--- src/logic/procPkg.sv ---
/*
 * Shared definitions for the 16-bit pipelined core.
 * Every RTL block takes sizes, opcodes, the instruction word and run states from here.
 */
package procPkg;

    localparam int dataWidth    = 16;   // Machine word
    localparam int regAddrWidth = 3;    // Eight registers
    localparam int memAddrWidth = 8;    // 256 words per memory

    // WISC-style opcodes, top five bits of the word
    localparam logic [4:0] opHalt = 5'b00000;
    localparam logic [4:0] opNop  = 5'b00001;
    localparam logic [4:0] opJ    = 5'b00100;
    localparam logic [4:0] opAddi = 5'b01000;
    localparam logic [4:0] opBeqz = 5'b01100;
    localparam logic [4:0] opSt   = 5'b10000;
    localparam logic [4:0] opLd   = 5'b10001;
    localparam logic [4:0] opRfmt = 5'b11011;   // ADD/SUB/XOR/ANDN group

    localparam logic [1:0] fnAdd  = 2'b00;
    localparam logic [1:0] fnSub  = 2'b01;   // rs - rt
    localparam logic [1:0] fnXor  = 2'b10;
    localparam logic [1:0] fnAndn = 2'b11;   // rs & ~rt

    localparam logic [dataWidth-1:0] nopWord = {opNop, 11'd0};   // Flush and reset filler

    localparam int timerWidth = 2;
    localparam logic [timerWidth-1:0] pendingCycles = 2'd3;   // Issue to visible write

    typedef struct packed {
        logic [4:0] opcode;
        logic [2:0] rs;
        logic [2:0] rt;
        logic [2:0] rd;
        logic [1:0] funct;
    } rFmtFields;

    typedef struct packed {
        logic [4:0] opcode;
        logic [2:0] rs;
        logic [2:0] rd;      // Destination, or store data source for ST
        logic [4:0] imm5;
    } iFmtFields;

    typedef struct packed {
        logic [4:0] opcode;
        logic [2:0] rs;
        logic [7:0] imm8;
    } bFmtFields;

    typedef struct packed {
        logic [4:0]  opcode;
        logic [10:0] disp11;
    } jFmtFields;

    typedef union packed {
        rFmtFields rFmt;
        iFmtFields iFmt;
        bFmtFields bFmt;
        jFmtFields jFmt;
    } instrWord;   // One fetched word, four views

    typedef enum logic [1:0] {stIdle, stRunning, stHalted, stFault} runState;

endpackage

--- src/logic/runControl.sv ---
/*
 * Run sequencer of the core: idle until start, then running until a HALT
 * retires or decode flags an illegal opcode. Halted and fault hold until reset.
 */
`timescale 1ns/1ps

module runControl import procPkg::*; (
    input  logic clk,
    input  logic rstN,
    input  logic start,      // One-cycle pulse from outside
    input  logic illegal,    // Unknown opcode in decode
    input  logic haltDone,   // HALT left the MEM/WB latch
    output logic run,
    output logic running,
    output logic halted,
    output logic err
);

    runState state;
    runState nextState;

    always_comb begin
        nextState = state;
        case (state)
            stIdle: begin
                if (start) nextState = stRunning;
            end
            stRunning: begin
                if (illegal) nextState = stFault;            // Fault wins a tie
                else if (haltDone) nextState = stHalted;
            end
            default: nextState = state;                      // Halted and fault are final
        endcase
    end

    always_ff @(posedge clk) begin
        if (!rstN) state <= stIdle;
        else state <= nextState;
    end

    assign running = (state == stRunning);
    assign run     = running;                 // Pipeline enable
    assign halted  = (state == stHalted);
    assign err     = (state == stFault);

    // Only one way out of a run
    assert property (@(posedge clk) disable iff (!rstN) !(halted && err));

endmodule

--- config.mk ---
export PLATFORM = sky130hd
export DESIGN_NAME = runControl
export DESIGN_NICKNAME = d
export VERILOG_FILES = /design/src/logic/procPkg.sv /design/src/logic/runControl.sv
export SDC_FILE = /design/constraint.sdc
export NUM_CORES = 1
export LEC_CHECK = 0
export BUFFER_PORTS_ARGS = -buffer_cell sky130_fd_sc_hd__clkbuf_2
export CORE_AREA = 2 2 39 41
export DETAILED_ROUTE_END_ITERATION = 7
export DIE_AREA = 0 0 41 43
export GPL_TIMING_DRIVEN = 0
export MAX_ROUTING_LAYER = met4
export RECOVER_POWER = 25
export SYNTH_ARGS = -nofsm -noshare
export SYNTH_HDL_FRONTEND = slang
export SYNTH_SLANG_ARGS = --single-unit
--- constraint.sdc ---
create_clock -name clk -period 1.5 [get_ports clk]
set_clock_uncertainty 0.2 [all_clocks]
set_input_delay 0.075 -clock clk [delete_from_list [all_inputs] [get_ports clk]]
set_output_delay 0.075 -clock clk [all_outputs]
set_load 0.005 [all_outputs]
==> qor_table.md, run 1 <==
| Quantity | This run | Unit |
|---|---|---|
| Run status | finished with violations | - |
| Failing checks | hold timing | - |
| Required @ worst endpoint | 1.22 | ns |
| Post-CTS Setup Repair Bufs | 0 | - |
| Cell taking the most area after synthesis | dfxtp_1 | - |
| Leading cell types by total area after synthesis | dfxtp_1, o21a_1, nor4bb_1, and2b_2, nor4b_1 | - |
| First-pass GRT wire length | 427 | um |
| Sink count of the clock tree | 2 | - |
| Global-route total usage across every layer | 0.0473 | - |
| Max-slew headroom at the worst pin | 0.835 | - |
| Final net count | 31 | - |
| Utilization after layout | 0.152 | - |
| Largest register FFs | 2 | - |
| Vias after detailed routing | 119 | - |
| Proportion of layout cells with a drive suffix above 1 | 0.583 | - |
| Count of inserted antenna diode cells | 0 | - |
| Max-cap violations | 0 | - |
| Unrepaired setup endpoints after global routing | no | - |
| Count of input and output buffers | 8 | - |
| Total length of routed wires | 279 | um |
| Setup tns final | 0 | ns |
| Type of origin of the critical path | flip-flop | - |
| Clk slew on worst S/H paths | 0.03 | ns |
| Core region area | 1380 | um^2 |
| Summed instance area of the synthesized netlist | 108 | um^2 |
| Relative area change from synthesis to final layout | 95.3 | % |
| Final slew viol count | 0 | - |
| Max VDD drop | 0.268 | mV |
| Die footprint | 1760 | um^2 |
| Period utilisation layout | 0.876 | - |
| Crit path max fanout | 5 | - |
| Maximum number of pins on one net before global-route repair | 7 | - |
| Die height | 43 | um |
| Final total power | 0.221 | mW |
| Avg Synthesized Cell Area | 9.78 | um^2 |
| Post-synth top area share | 0.372 | - |
| Initial core utilization | 0.0778 | - |
| H-tree depth | 1 | - |
| Number of buffers on the longest clock path | 2 | - |
| Arrival time at the worst endpoint | 1.04 | ns |
| Post-synth net total | 16 | - |
| CTS Buf Count | 3 | - |
| Weighted congestion at the end of routability-driven global placement | 0.486 | - |
| Number of search-and-repair iterations in the first detailed-routing pass | 2 | - |
| CP Capture Type | primary output | - |
| Top-Level Pins | 9 | - |
| Count of unresolved DRC violations after routing | 0 | - |
| Number of warnings printed during yosys synthesis | 0 | - |
| Highest achievable clock rate | 0.761 | GHz |
| Worst hold path type | in -> reg | - |
| Register bit total from synthesis | 2 | - |
| Chip width | 41 | um |
| Total gr overflow | 0 | - |
| Violation count after the first detailed-routing iteration | 3 | - |
| Number of library cell types mapped by synthesis | 9 | - |
| Biggest regs | state (2) | - |
| CTS Root Cell | clkbuf_4 | - |
| Initial antenna violation count | 0 | - |
| Drt wl/cell | 6.98 | um |
| HPWL after DPL | 204 | um |
| Top register by number of flip-flops | state | - |
| Total power divided by cell area | 1050 | nW/um^2 |
| Worst hold slack across all endpoints | -0.0175 | ns |
| Clock insertion delay at the later pin of the skew report | 0.22 | ns |
| Final-report setup violation count | 0 | - |
| Cell count after synthesis | 11 | - |
| TritonCTS clock tree | yes | - |
| Sequential cell area fraction in the yosys report | 0.372 | - |
| Final hold vios | 1 | - |
| Leakage power | 0.101 | nW |
| Number of global-route vias before repair | 113 | - |
| Via density per instance | 2.98 | - |
| Layout filler cell count | 159 | - |
| Tightest Pin Transition | 0.245 | ns |
| Critical path class | reg -> out | - |
| Min Tclk post-route | 1.31 | ns |
| Standard-cell row count | 14 | - |
| Post-detailed-route count of antenna-violating nets | 0 | - |
==> Yosys cell counts <==
cell type	n
nor4bb_1	1
nor4b_1	1
nor2b_1	1
and2b_2	1
nor2_1	1
buf_4	1
o21a_1	2
dfxtp_1	2
and2_2	1
==> stage by stage <==
stage | hold WS (ns) | area (um^2) | cells | worst slack, ns
2_1_floorplan | -0.00755 | 108 | 11 | 0.502
3_3_place_gp | 0.104 | 168 | 35 | 0.421
3_5_place_dp | 0.0979 | 168 | 35 | 0.423
4_1_cts | 0.129 | 220 | 41 | 0.0362
5_1_grt | 0.0257 | 210 | 40 | 0.129
6_report | -0.0175 | 210 | 40 | 0.186
==> metal layers <==
metal / part of all wire / vias to the layer above / global-route usage
met4: 0.022 / 0 / 0.0600
met1: 0.55 / 43 / 0.0449
met3: 0.20 / 2 / 0.0628
li1: - / 65 / -
met2: 0.22 / 9 / 0.0344
met5: 0 / - / -
==> layout make-up <==
| type | instances | area [um^2] | share of cell area |
|---|---|---|---|
| Sequential cell | 2 | 40.0 | 0.190 |
| Tap cell | 16 | 20.0 | 0.0952 |
| Clock buffer | 3 | 22.5 | 0.107 |
| Timing Repair Buffer | 10 | 60.1 | 0.286 |
| Multi-Input combinational cell | 8 | 60.1 | 0.286 |
| Buffer | 1 | 7.51 | 0.0357 |
==> final timing paths <==
check	startpoint	end	slack, ns	cells after the start
max	state[1]	running	0.19	3
min	illegal	state[1]	-0.02	3
max reg2reg	state[1]	state[0]	0.45	2
min reg2reg	state[1]	state[1]	0.33	1
==> critical path, cell delays in order (launching register included) <==
cell and delay, ns:
dfxtp_1 0.36, and2b_2 0.24, buf_4 0.12, clkbuf_2 0.10
==> kinds of logic after synthesis <==
kind of cell           count (synthesis)  share of synthesized area
AOI/OAI and AO/OA                      2                      0.139
buffers and inverters                  1                     0.0698
DFF                                    2                      0.372
and+or+nand+nor                        6                      0.419
==> placed cells by master (no fill, tap or decap), drive strengths merged <==
cell          n
nor4b         1
o21a          2
dfxtp         2
nor4bb        1
nor2          1
and2b         1
and2          1
dlygate4sd3   2
buf           1
nor2b         1
clkbuf       11
==> power by group <==
group          internal [mW]  switching, mW  leakage [nW]
combinational         0.0259         0.0128        0.0708
sequential            0.0589        0.00553        0.0166
clock                 0.0882         0.0296        0.0138
total                  0.173         0.0480         0.101
==> what timing repair did <==
item	in CTS	in global routing
gates resized for setup	0	1
hold buffers	3	0
setup endpoints to repair	0	1
endpoints found under the hold margin	2	0
Note: power is estimated with default switching activity, not from simulation.
==> inputs of run 2 (changes only) <==
--- a/config.mk
+++ b/config.mk
@@ -6,11 +6,14 @@
 export NUM_CORES = 1
 export LEC_CHECK = 0
 export BUFFER_PORTS_ARGS = -buffer_cell sky130_fd_sc_hd__clkbuf_2
+export CELL_PAD_IN_SITES_DETAIL_PLACEMENT = 1
+export CELL_PAD_IN_SITES_GLOBAL_PLACEMENT = 1
 export CORE_AREA = 2 2 39 41
 export DETAILED_ROUTE_END_ITERATION = 7
 export DIE_AREA = 0 0 41 43
 export GPL_TIMING_DRIVEN = 0
 export MAX_ROUTING_LAYER = met4
+export PLACE_DENSITY_LB_ADDON = 0.1
 export RECOVER_POWER = 25
 export SYNTH_ARGS = -nofsm -noshare
 export SYNTH_HDL_FRONTEND = slang
==> qor_table.md, run 2 (synthesis gave the netlist of run 1 again) <==
| Quantity | This run | Unit | vs previous |
|---|---|---|---|
| Run status | complete, no violations | - | was finished with violations |
| Leakage power | 0.104 | nW | was 0.101 nW |
| Leading cell types in the layout, fill and taps excluded | clkbuf_2, clkbuf_4, dlygate4sd3_1, o21a_1 | - | was clkbuf_2, clkbuf_4, o21a_1, dlygate4sd3_1, dfxtp_1 |
| Required @ worst endpoint | 1.40 | ns | was 1.22 ns |
| Proportion of layout cells with a drive suffix above 1 | 0.560 | - | was 0.583 |
| Period utilisation layout | 0.968 | - | was 0.876 |
| Top sig layer | met3 | - | was met4 |
| Core region area | 1380 | um^2 | unchanged |
| Utilization after layout | 0.159 | - | was 0.152 |
| Top-Level Pins | 9 | - | unchanged |
| Relative area change from synthesis to final layout | 105 | % | was 95.3% |
| Arrival time at the worst endpoint | 1.36 | ns | was 1.04 ns |
| Max-slew headroom at the worst pin | 0.821 | - | was 0.835 |
| Initial core utilization | 0.0778 | - | unchanged |
| Global-route total usage across every layer | 0.0514 | - | was 0.0473 |
| Clock insertion delay at the later pin of the skew report | 0.22 | ns | about the same |
| Unrepaired setup endpoints after global routing | no | - | unchanged |
| CTS Root Cell | clkbuf_4 | - | unchanged |
| Chip width | 41 | um | unchanged |
| Most frequent standard cell in the layout excluding fill and tap cells | clkbuf_2 | - | unchanged |
| Initial antenna violation count | 0 | - | unchanged |
| Drt wl/cell | 7.68 | um | was 6.98 um |
| Count of unresolved DRC violations after routing | 0 | - | unchanged |
| Final-report setup violation count | 0 | - | unchanged |
| P_sw | 0.0490 | mW | was 0.0480 mW |
| Biggest regs | state (2) | - | unchanged |
| Final net count | 32 | - | was 31 |
| List of cells traversed by the critical path | dlygate4sd3_1 > clkbuf_2 > o21a_1 > dlygate4sd3_1 | - | was and2b_2 > buf_4 > clkbuf_2 |
| Detail Route met3 WL | 33 | um | was 56 um |
| CP Capture Type | flip-flop | - | was primary output |
| Highest achievable clock rate | 0.689 | GHz | was 0.761 GHz |
| Sink count of the clock tree | 2 | - | unchanged |
| Tightest Pin Transition | 0.265 | ns | was 0.245 ns |
| Crit path max fanout | 2 | - | was 5 |
| Top register by number of flip-flops | state | - | unchanged |
| Count of inserted antenna diode cells | 0 | - | unchanged |
| Post-detailed-route count of antenna-violating nets | 0 | - | unchanged |
| Largest register FFs | 2 | - | unchanged |
| Total length of routed wires | 315 | um | was 279 um |
| Delay of the slowest cell on the worst path | 0.54 | ns | was 0.36 ns |
| Sequential Power Share | 0.290 | - | was 0.291 |
| TritonCTS clock tree | yes | - | unchanged |
| Worst hold path type | in -> reg | - | unchanged |
| Number of buffers on the longest clock path | 2 | - | unchanged |
| Clk slew on worst S/H paths | 0.03 | ns | about the same |
| Maximum number of pins on one net before global-route repair | 7 | - | unchanged |
| CTS Buf Count | 3 | - | unchanged |
| Clock Power Share | 0.524 | - | was 0.533 |
| Detailed-routing wirelength on met1 | 94 | um | was 153 um |
| Slowest stage cell, crit path | dlygate4sd3_1 | - | was dfxtp_1 |
| First-pass GRT wire length | 483 | um | was 427 um |
| Violation count after the first detailed-routing iteration | 0 | - | was 3 |
| Max VDD drop | 0.206 | mV | was 0.268 mV |
| Total power divided by cell area | 1020 | nW/um^2 | was 1050 nW/um^2 |
| Number of search-and-repair iterations in the first detailed-routing pass | 1 | - | was 2 |
| Via density per instance | 3.15 | - | was 2.98 |
| Relative contribution of combinational cells to total power | 0.185 | - | was 0.175 |
| Min Tclk post-route | 1.45 | ns | was 1.31 ns |
| Internal power summed over all cells | 0.176 | mW | was 0.173 mW |
| Max-cap violations | 0 | - | unchanged |
| Weighted congestion at the end of routability-driven global placement | 0.522 | - | was 0.486 |
| Final slew viol count | 0 | - | unchanged |
| Number of global-route vias before repair | 135 | - | was 113 |
| Final hold vios | 0 | - | was 1 |
| Die height | 43 | um | unchanged |
| Net switching share of the total power | 0.218 | - | was 0.217 |
| Count of input and output buffers | 8 | - | unchanged |
| Layout filler cell count | 169 | - | was 159 |
| Critical path class | in -> reg | - | was reg -> out |
| Cell repeated most along the worst path | dlygate4sd3_1 | - |  |
| Standard-cell row count | 14 | - | unchanged |
| Die footprint | 1760 | um^2 | unchanged |
| Total gr overflow | 0 | - | unchanged |
| Setup tns final | 0 | ns | unchanged |
| H-tree depth | 1 | - | unchanged |
| Vias after detailed routing | 129 | - | was 119 |
| Type of origin of the critical path | input port | - | was flip-flop |
| Met2 Routed Length | 187 | um | was 62 um |
| Post-CTS Setup Repair Bufs | 0 | - | unchanged |
==> run 2: what timing repair did <==
item / 4_1_cts / 5_1_grt
resized for setup: 0 / 1
hold endpoints to repair: 2 / 0
hold buffers: 3 / 0
setup endpoints to repair: 0 / 1
==> run 2: path summary, 6_finish.rpt <==
kind	cells after the start	startpoint	endpoint	slack [ns]
setup / recovery	4	rstN	state[1]	0.05
hold / removal	3	illegal	state[0]	0.12
setup reg to reg	3	state[0]	state[1]	0.05
hold reg to reg	2	state[0]	state[0]	0.33
==> run 2: final cells by class <==
class | count | area, um^2 | share of cell area
tap | 16 | 20.0 | 0.0909
timing repair buffer | 11 | 68.8 | 0.313
buffer | 1 | 7.51 | 0.0341
multi-input combinational | 8 | 60.1 | 0.273
sequential | 2 | 41.3 | 0.188
clock buffer | 3 | 22.5 | 0.102
==> run 2: power by group through the flow <==
stage	Clock, mW	Sequential (mW)	Combinational [mW]
2_1_floorplan	0	0.0637	0.0196
3_3_place_gp	0	0.0664	0.0353
3_5_place_dp	0	0.0657	0.0352
4_1_cts	0.129	0.0649	0.0429
5_1_grt	0.129	0.0659	0.0467
6_report	0.118	0.0654	0.0418
==> run 2: worst max-delay path: cells and delay by family <==
kind	cells	cell delay, ns
buf+inv	3	1.18
compound gates	1	0.09
==> run 2: per-layer routing <==
layer	up-vias	track usage
li1	66	-
met1	59	0.0354
met2	4	0.0656
met3	0	0.0314
met4	0	0.0800
met5	-	-
==> run 2: per-stage QoR <==
| step | hold WS (ns) | power, mW | setup slack, ns | instances | instance area (um^2) |
|---|---|---|---|---|---|
| CTS | 0.138 | 0.237 | 0.0342 | 41 | 220 |
| floorplan | -0.00755 | 0.0833 | 0.502 | 11 | 108 |
| finish | 0.121 | 0.225 | 0.0483 | 41 | 220 |
| detailed placement | 0.103 | 0.101 | 0.402 | 35 | 168 |
| global placement | 0.118 | 0.102 | 0.372 | 35 | 168 |
| global route | 0.224 | 0.242 | 0.0106 | 41 | 220 |
==> inputs of run 3 (changes only) <==
--- a/config.mk
+++ b/config.mk
@@ -5,12 +5,14 @@
 export SDC_FILE = /design/constraint.sdc
 export NUM_CORES = 1
 export LEC_CHECK = 0
+export ABC_AREA = 1
 export BUFFER_PORTS_ARGS = -buffer_cell sky130_fd_sc_hd__clkbuf_2
 export CELL_PAD_IN_SITES_DETAIL_PLACEMENT = 1
 export CELL_PAD_IN_SITES_GLOBAL_PLACEMENT = 1
 export CORE_AREA = 2 2 39 41
 export DETAILED_ROUTE_END_ITERATION = 7
 export DIE_AREA = 0 0 41 43
+export GPL_ROUTABILITY_DRIVEN = 0
 export GPL_TIMING_DRIVEN = 0
 export MAX_ROUTING_LAYER = met4
 export PLACE_DENSITY_LB_ADDON = 0.1
==> qor_table.md, run 3 <==
| Quantity | This run | Unit | vs previous |
|---|---|---|---|
| Clk slew on worst S/H paths | 0.03 | ns | about the same |
| Highest achievable clock rate | 0.767 | GHz | was 0.689 GHz |
| Sink count of the clock tree | 2 | - | unchanged |
| Chip width | 41 | um | unchanged |
| Leading cell types in the layout, fill and taps excluded | clkbuf_2, inv_1, nand2_1, dlygate4sd3_1, clkbuf_4 | - | was clkbuf_2, clkbuf_4, dlygate4sd3_1, o21a_1 |
| Post-synth net total | 27 | - | was 16 |
| Post-synth top area share | 0.311 | - | was 0.372 |
| Final hold vios | 0 | - | unchanged |
| Vias after detailed routing | 159 | - | was 129 |
| Top register by number of flip-flops | state | - | unchanged |
| Total length of routed wires | 361 | um | was 315 um |
| HPWL after DPL | 277 | um |  |
| Count of unresolved DRC violations after routing | 0 | - | unchanged |
| Sequential cell area fraction in the yosys report | 0.311 | - | was 0.372 |
| Max VDD drop | 0.262 | mV | was 0.206 mV |
| Final slew viol count | 0 | - | unchanged |
| Standard-cell row count | 14 | - | unchanged |
| Min Tclk post-route | 1.30 | ns | was 1.45 ns |
| CTS Buf Count | 3 | - | unchanged |
| Arrival time at the worst endpoint | 1.03 | ns | was 1.36 ns |
| Core region area | 1380 | um^2 | unchanged |
| Register bit total from synthesis | 2 | - | unchanged |
| Proportion of layout cells with a drive suffix above 1 | 0.378 | - | was 0.560 |
| Tightest Pin Transition | 0.185 | ns | was 0.265 ns |
| Most frequent standard cell in the layout excluding fill and tap cells | clkbuf_2 | - | unchanged |
| List of most frequent post-synthesis cells | inv_1, nand2_1, dfxtp_1 | - | was dfxtp_1, o21a_1 |
| Worst hold path type | reg -> reg | - | was in -> reg |
| Max-cap violations | 0 | - | unchanged |
| Top-Level Pins | 9 | - | unchanged |
| Worst setup slack after layout | 0.196 | ns | was 0.0483 ns |
| Count of input and output buffers | 8 | - | unchanged |
| Crit path max fanout | 3 | - | was 2 |
| Final total power | 0.230 | mW | was 0.225 mW |
| Number of warnings printed during yosys synthesis | 0 | - | unchanged |
| Final-report setup violation count | 0 | - | unchanged |
| Post-synth top flop | dfxtp_1 | - | unchanged |
| Required @ worst endpoint | 1.22 | ns | was 1.40 ns |
| Most Used Layer, Global Route | met2 | - | was met4 |
| Count of inserted antenna diode cells | 0 | - | unchanged |
| Worst Setup Slack post-DPL | 0.458 | ns | was 0.402 ns |
| Delay of the slowest cell on the worst path | 0.36 | ns | was 0.54 ns |
| Run status | complete, no violations | - | unchanged |
| Total power divided by cell area | 925 | nW/um^2 | was 1020 nW/um^2 |
| Initial antenna violation count | 0 | - | unchanged |
| Leading cell types by total area after synthesis | dfxtp_1, inv_1, nand2_1, a21oi_2, buf_4 | - | was dfxtp_1, o21a_1, nor4bb_1, and2b_2, nor4b_1 |
| CTS Root Cell | clkbuf_4 | - | unchanged |
| Number of buffers on the longest clock path | 2 | - | unchanged |
| Maximum number of pins on one net before global-route repair | 5 | - | was 7 |
| Post-CTS Setup Repair Bufs | 0 | - | unchanged |
| Max-slew headroom at the worst pin | 0.876 | - | was 0.821 |
| Number of gates resized after cts | 0 | - | unchanged |
| Die height | 43 | um | unchanged |
| Cell count after synthesis | 22 | - | was 11 |
| Via density per instance | 3.00 | - | was 3.15 |
| Final net count | 44 | - | was 32 |
| Avg Synthesized Cell Area | 5.86 | um^2 | was 9.78 um^2 |
| Slowest stage cell, crit path | dfxtp_1 | - | was dlygate4sd3_1 |
| Met3 routing resource usage after global routing | 0.0314 | - | unchanged |
| Number of search-and-repair iterations in the first detailed-routing pass | 3 | - | was 1 |
| Biggest regs | state (2) | - | unchanged |
| TritonCTS clock tree | yes | - | unchanged |
| Buffers & Inverters on Critical Path | 3 | - | unchanged |
| Number of global-route vias before repair | 174 | - | was 135 |
| Start point of the worst hold path | state[1] | - | was illegal |
| H-tree depth | 1 | - | unchanged |
| Clock insertion delay at the later pin of the skew report | 0.22 | ns | about the same |
| Global routing usage on met1 | 0.0541 | - | was 0.0354 |
| Crit path launch | state[0] | - | was rstN |
| Post-detailed-route count of antenna-violating nets | 0 | - | unchanged |
| List of cells traversed by the critical path | inv_2 > nor2_1 > buf_4 > clkbuf_2 | - | was dlygate4sd3_1 > clkbuf_2 > o21a_1 > dlygate4sd3_1 |
| Type of origin of the critical path | flip-flop | - | was input port |
| Number of enable-type register cells in the synthesized netlist | 0 | - | unchanged |
| Cell family contributing the most delay on the critical path | flip-flops | - | was buffers and inverters |
| Met2 usage in global routing | 0.0719 | - | was 0.0656 |
| Total gr overflow | 0 | - | unchanged |
| Hold_buf cts | 4 | - | was 3 |
| Relative area change from synthesis to final layout | 93.2 | % | was 105% |
| Die footprint | 1760 | um^2 | unchanged |
| Setup tns final | 0 | ns | unchanged |
| Share of async-settable or async-resettable flops after synthesis | 0 | - | unchanged |
| First-pass GRT wire length | 579 | um | was 483 um |
| Critical path class | reg -> out | - | was in -> reg |
| Most used standard cell by instance count after synthesis | inv_1 | - |  |
| Drt wl/cell | 6.81 | um | was 7.68 um |
| Cell taking the most area after synthesis | dfxtp_1 | - | unchanged |
| RR Startpoint | state[0] | - | unchanged |
| Initial core utilization | 0.0931 | - | was 0.0778 |
| Global-route total usage across every layer | 0.0533 | - | was 0.0514 |
| Leakage power | 0.152 | nW | was 0.104 nW |
| CP Capture Type | primary output | - | was flip-flop |
| Number of library cell types mapped by synthesis | 10 | - | was 9 |
| Summed instance area of the synthesized netlist | 129 | um^2 | was 108 um^2 |
| Largest register FFs | 2 | - | unchanged |
| Violation count after the first detailed-routing iteration | 4 | - | was 0 |
| Unrepaired setup endpoints after global routing | no | - | unchanged |
| Period utilisation layout | 0.869 | - | was 0.968 |
[run 3: cell families (layout without fill, tap and decap cells)]
family          after synthesis  count (layout)  share of synthesized area
compound gates                1               1                     0.0680
flops                         2               2                      0.311
simple gates                 10              10                      0.330
buf+inv                       9              24                      0.291
[run 3: layer usage]
metal,share of wire,vias up
li1,-,90
met1,0.50,64
met2,0.46,5
met3,0.036,0
met4,0,0
met5,0,-
[run 3: metrics by stage]
stage / hold slack [ns] / cell area, um^2 / std cells / util
finish: 0.319 / 249 / 53 / 0.180
global route: 0.345 / 249 / 53 / 0.180
global placement: 0.117 / 189 / 46 / 0.137
CTS: 0.339 / 251 / 53 / 0.182
floorplan: -0.00346 / 129 / 22 / -
detailed placement: 0.117 / 189 / 46 / 0.137
[run 3: power breakdown]
| group | switching, mW | total, mW | internal [mW] |
|---|---|---|---|
| clock | 0.0276 | 0.116 | 0.0880 |
| combinational | 0.0226 | 0.0503 | 0.0277 |
| sequential | 0.00524 | 0.0643 | 0.0591 |
[run 3: worst paths after layout]
path | end | slack (ns) | cells after the start
worst min register to register | state[1] | 0.32 | 2
worst min-delay path | state[1] | 0.32 | 2
worst max-delay path | running | 0.20 | 4
worst max register to register | state[1] | 0.45 | 4
[run 3: layout make-up]
type / count / area [um^2]
fill: 174 / 1130
timing repair buffer: 12 / 80.1
multi-input combinational: 11 / 48.8
sequential: 2 / 40.0
inverter: 8 / 30.0
clock buffer: 3 / 22.5
tap: 16 / 20.0
buffer: 1 / 7.51
[run 3: worst reg2reg max path: cells and delay by family, from the launching register on]
| family | cells | cell delay [ns] |
|---|---|---|
| AND/OR/NAND/NOR | 2 | 0.25 |
| AO/OA/AOI/OAI | 1 | 0.12 |
| buffers and inverters | 1 | 0.06 |
| flip-flops | 1 | 0.36 |
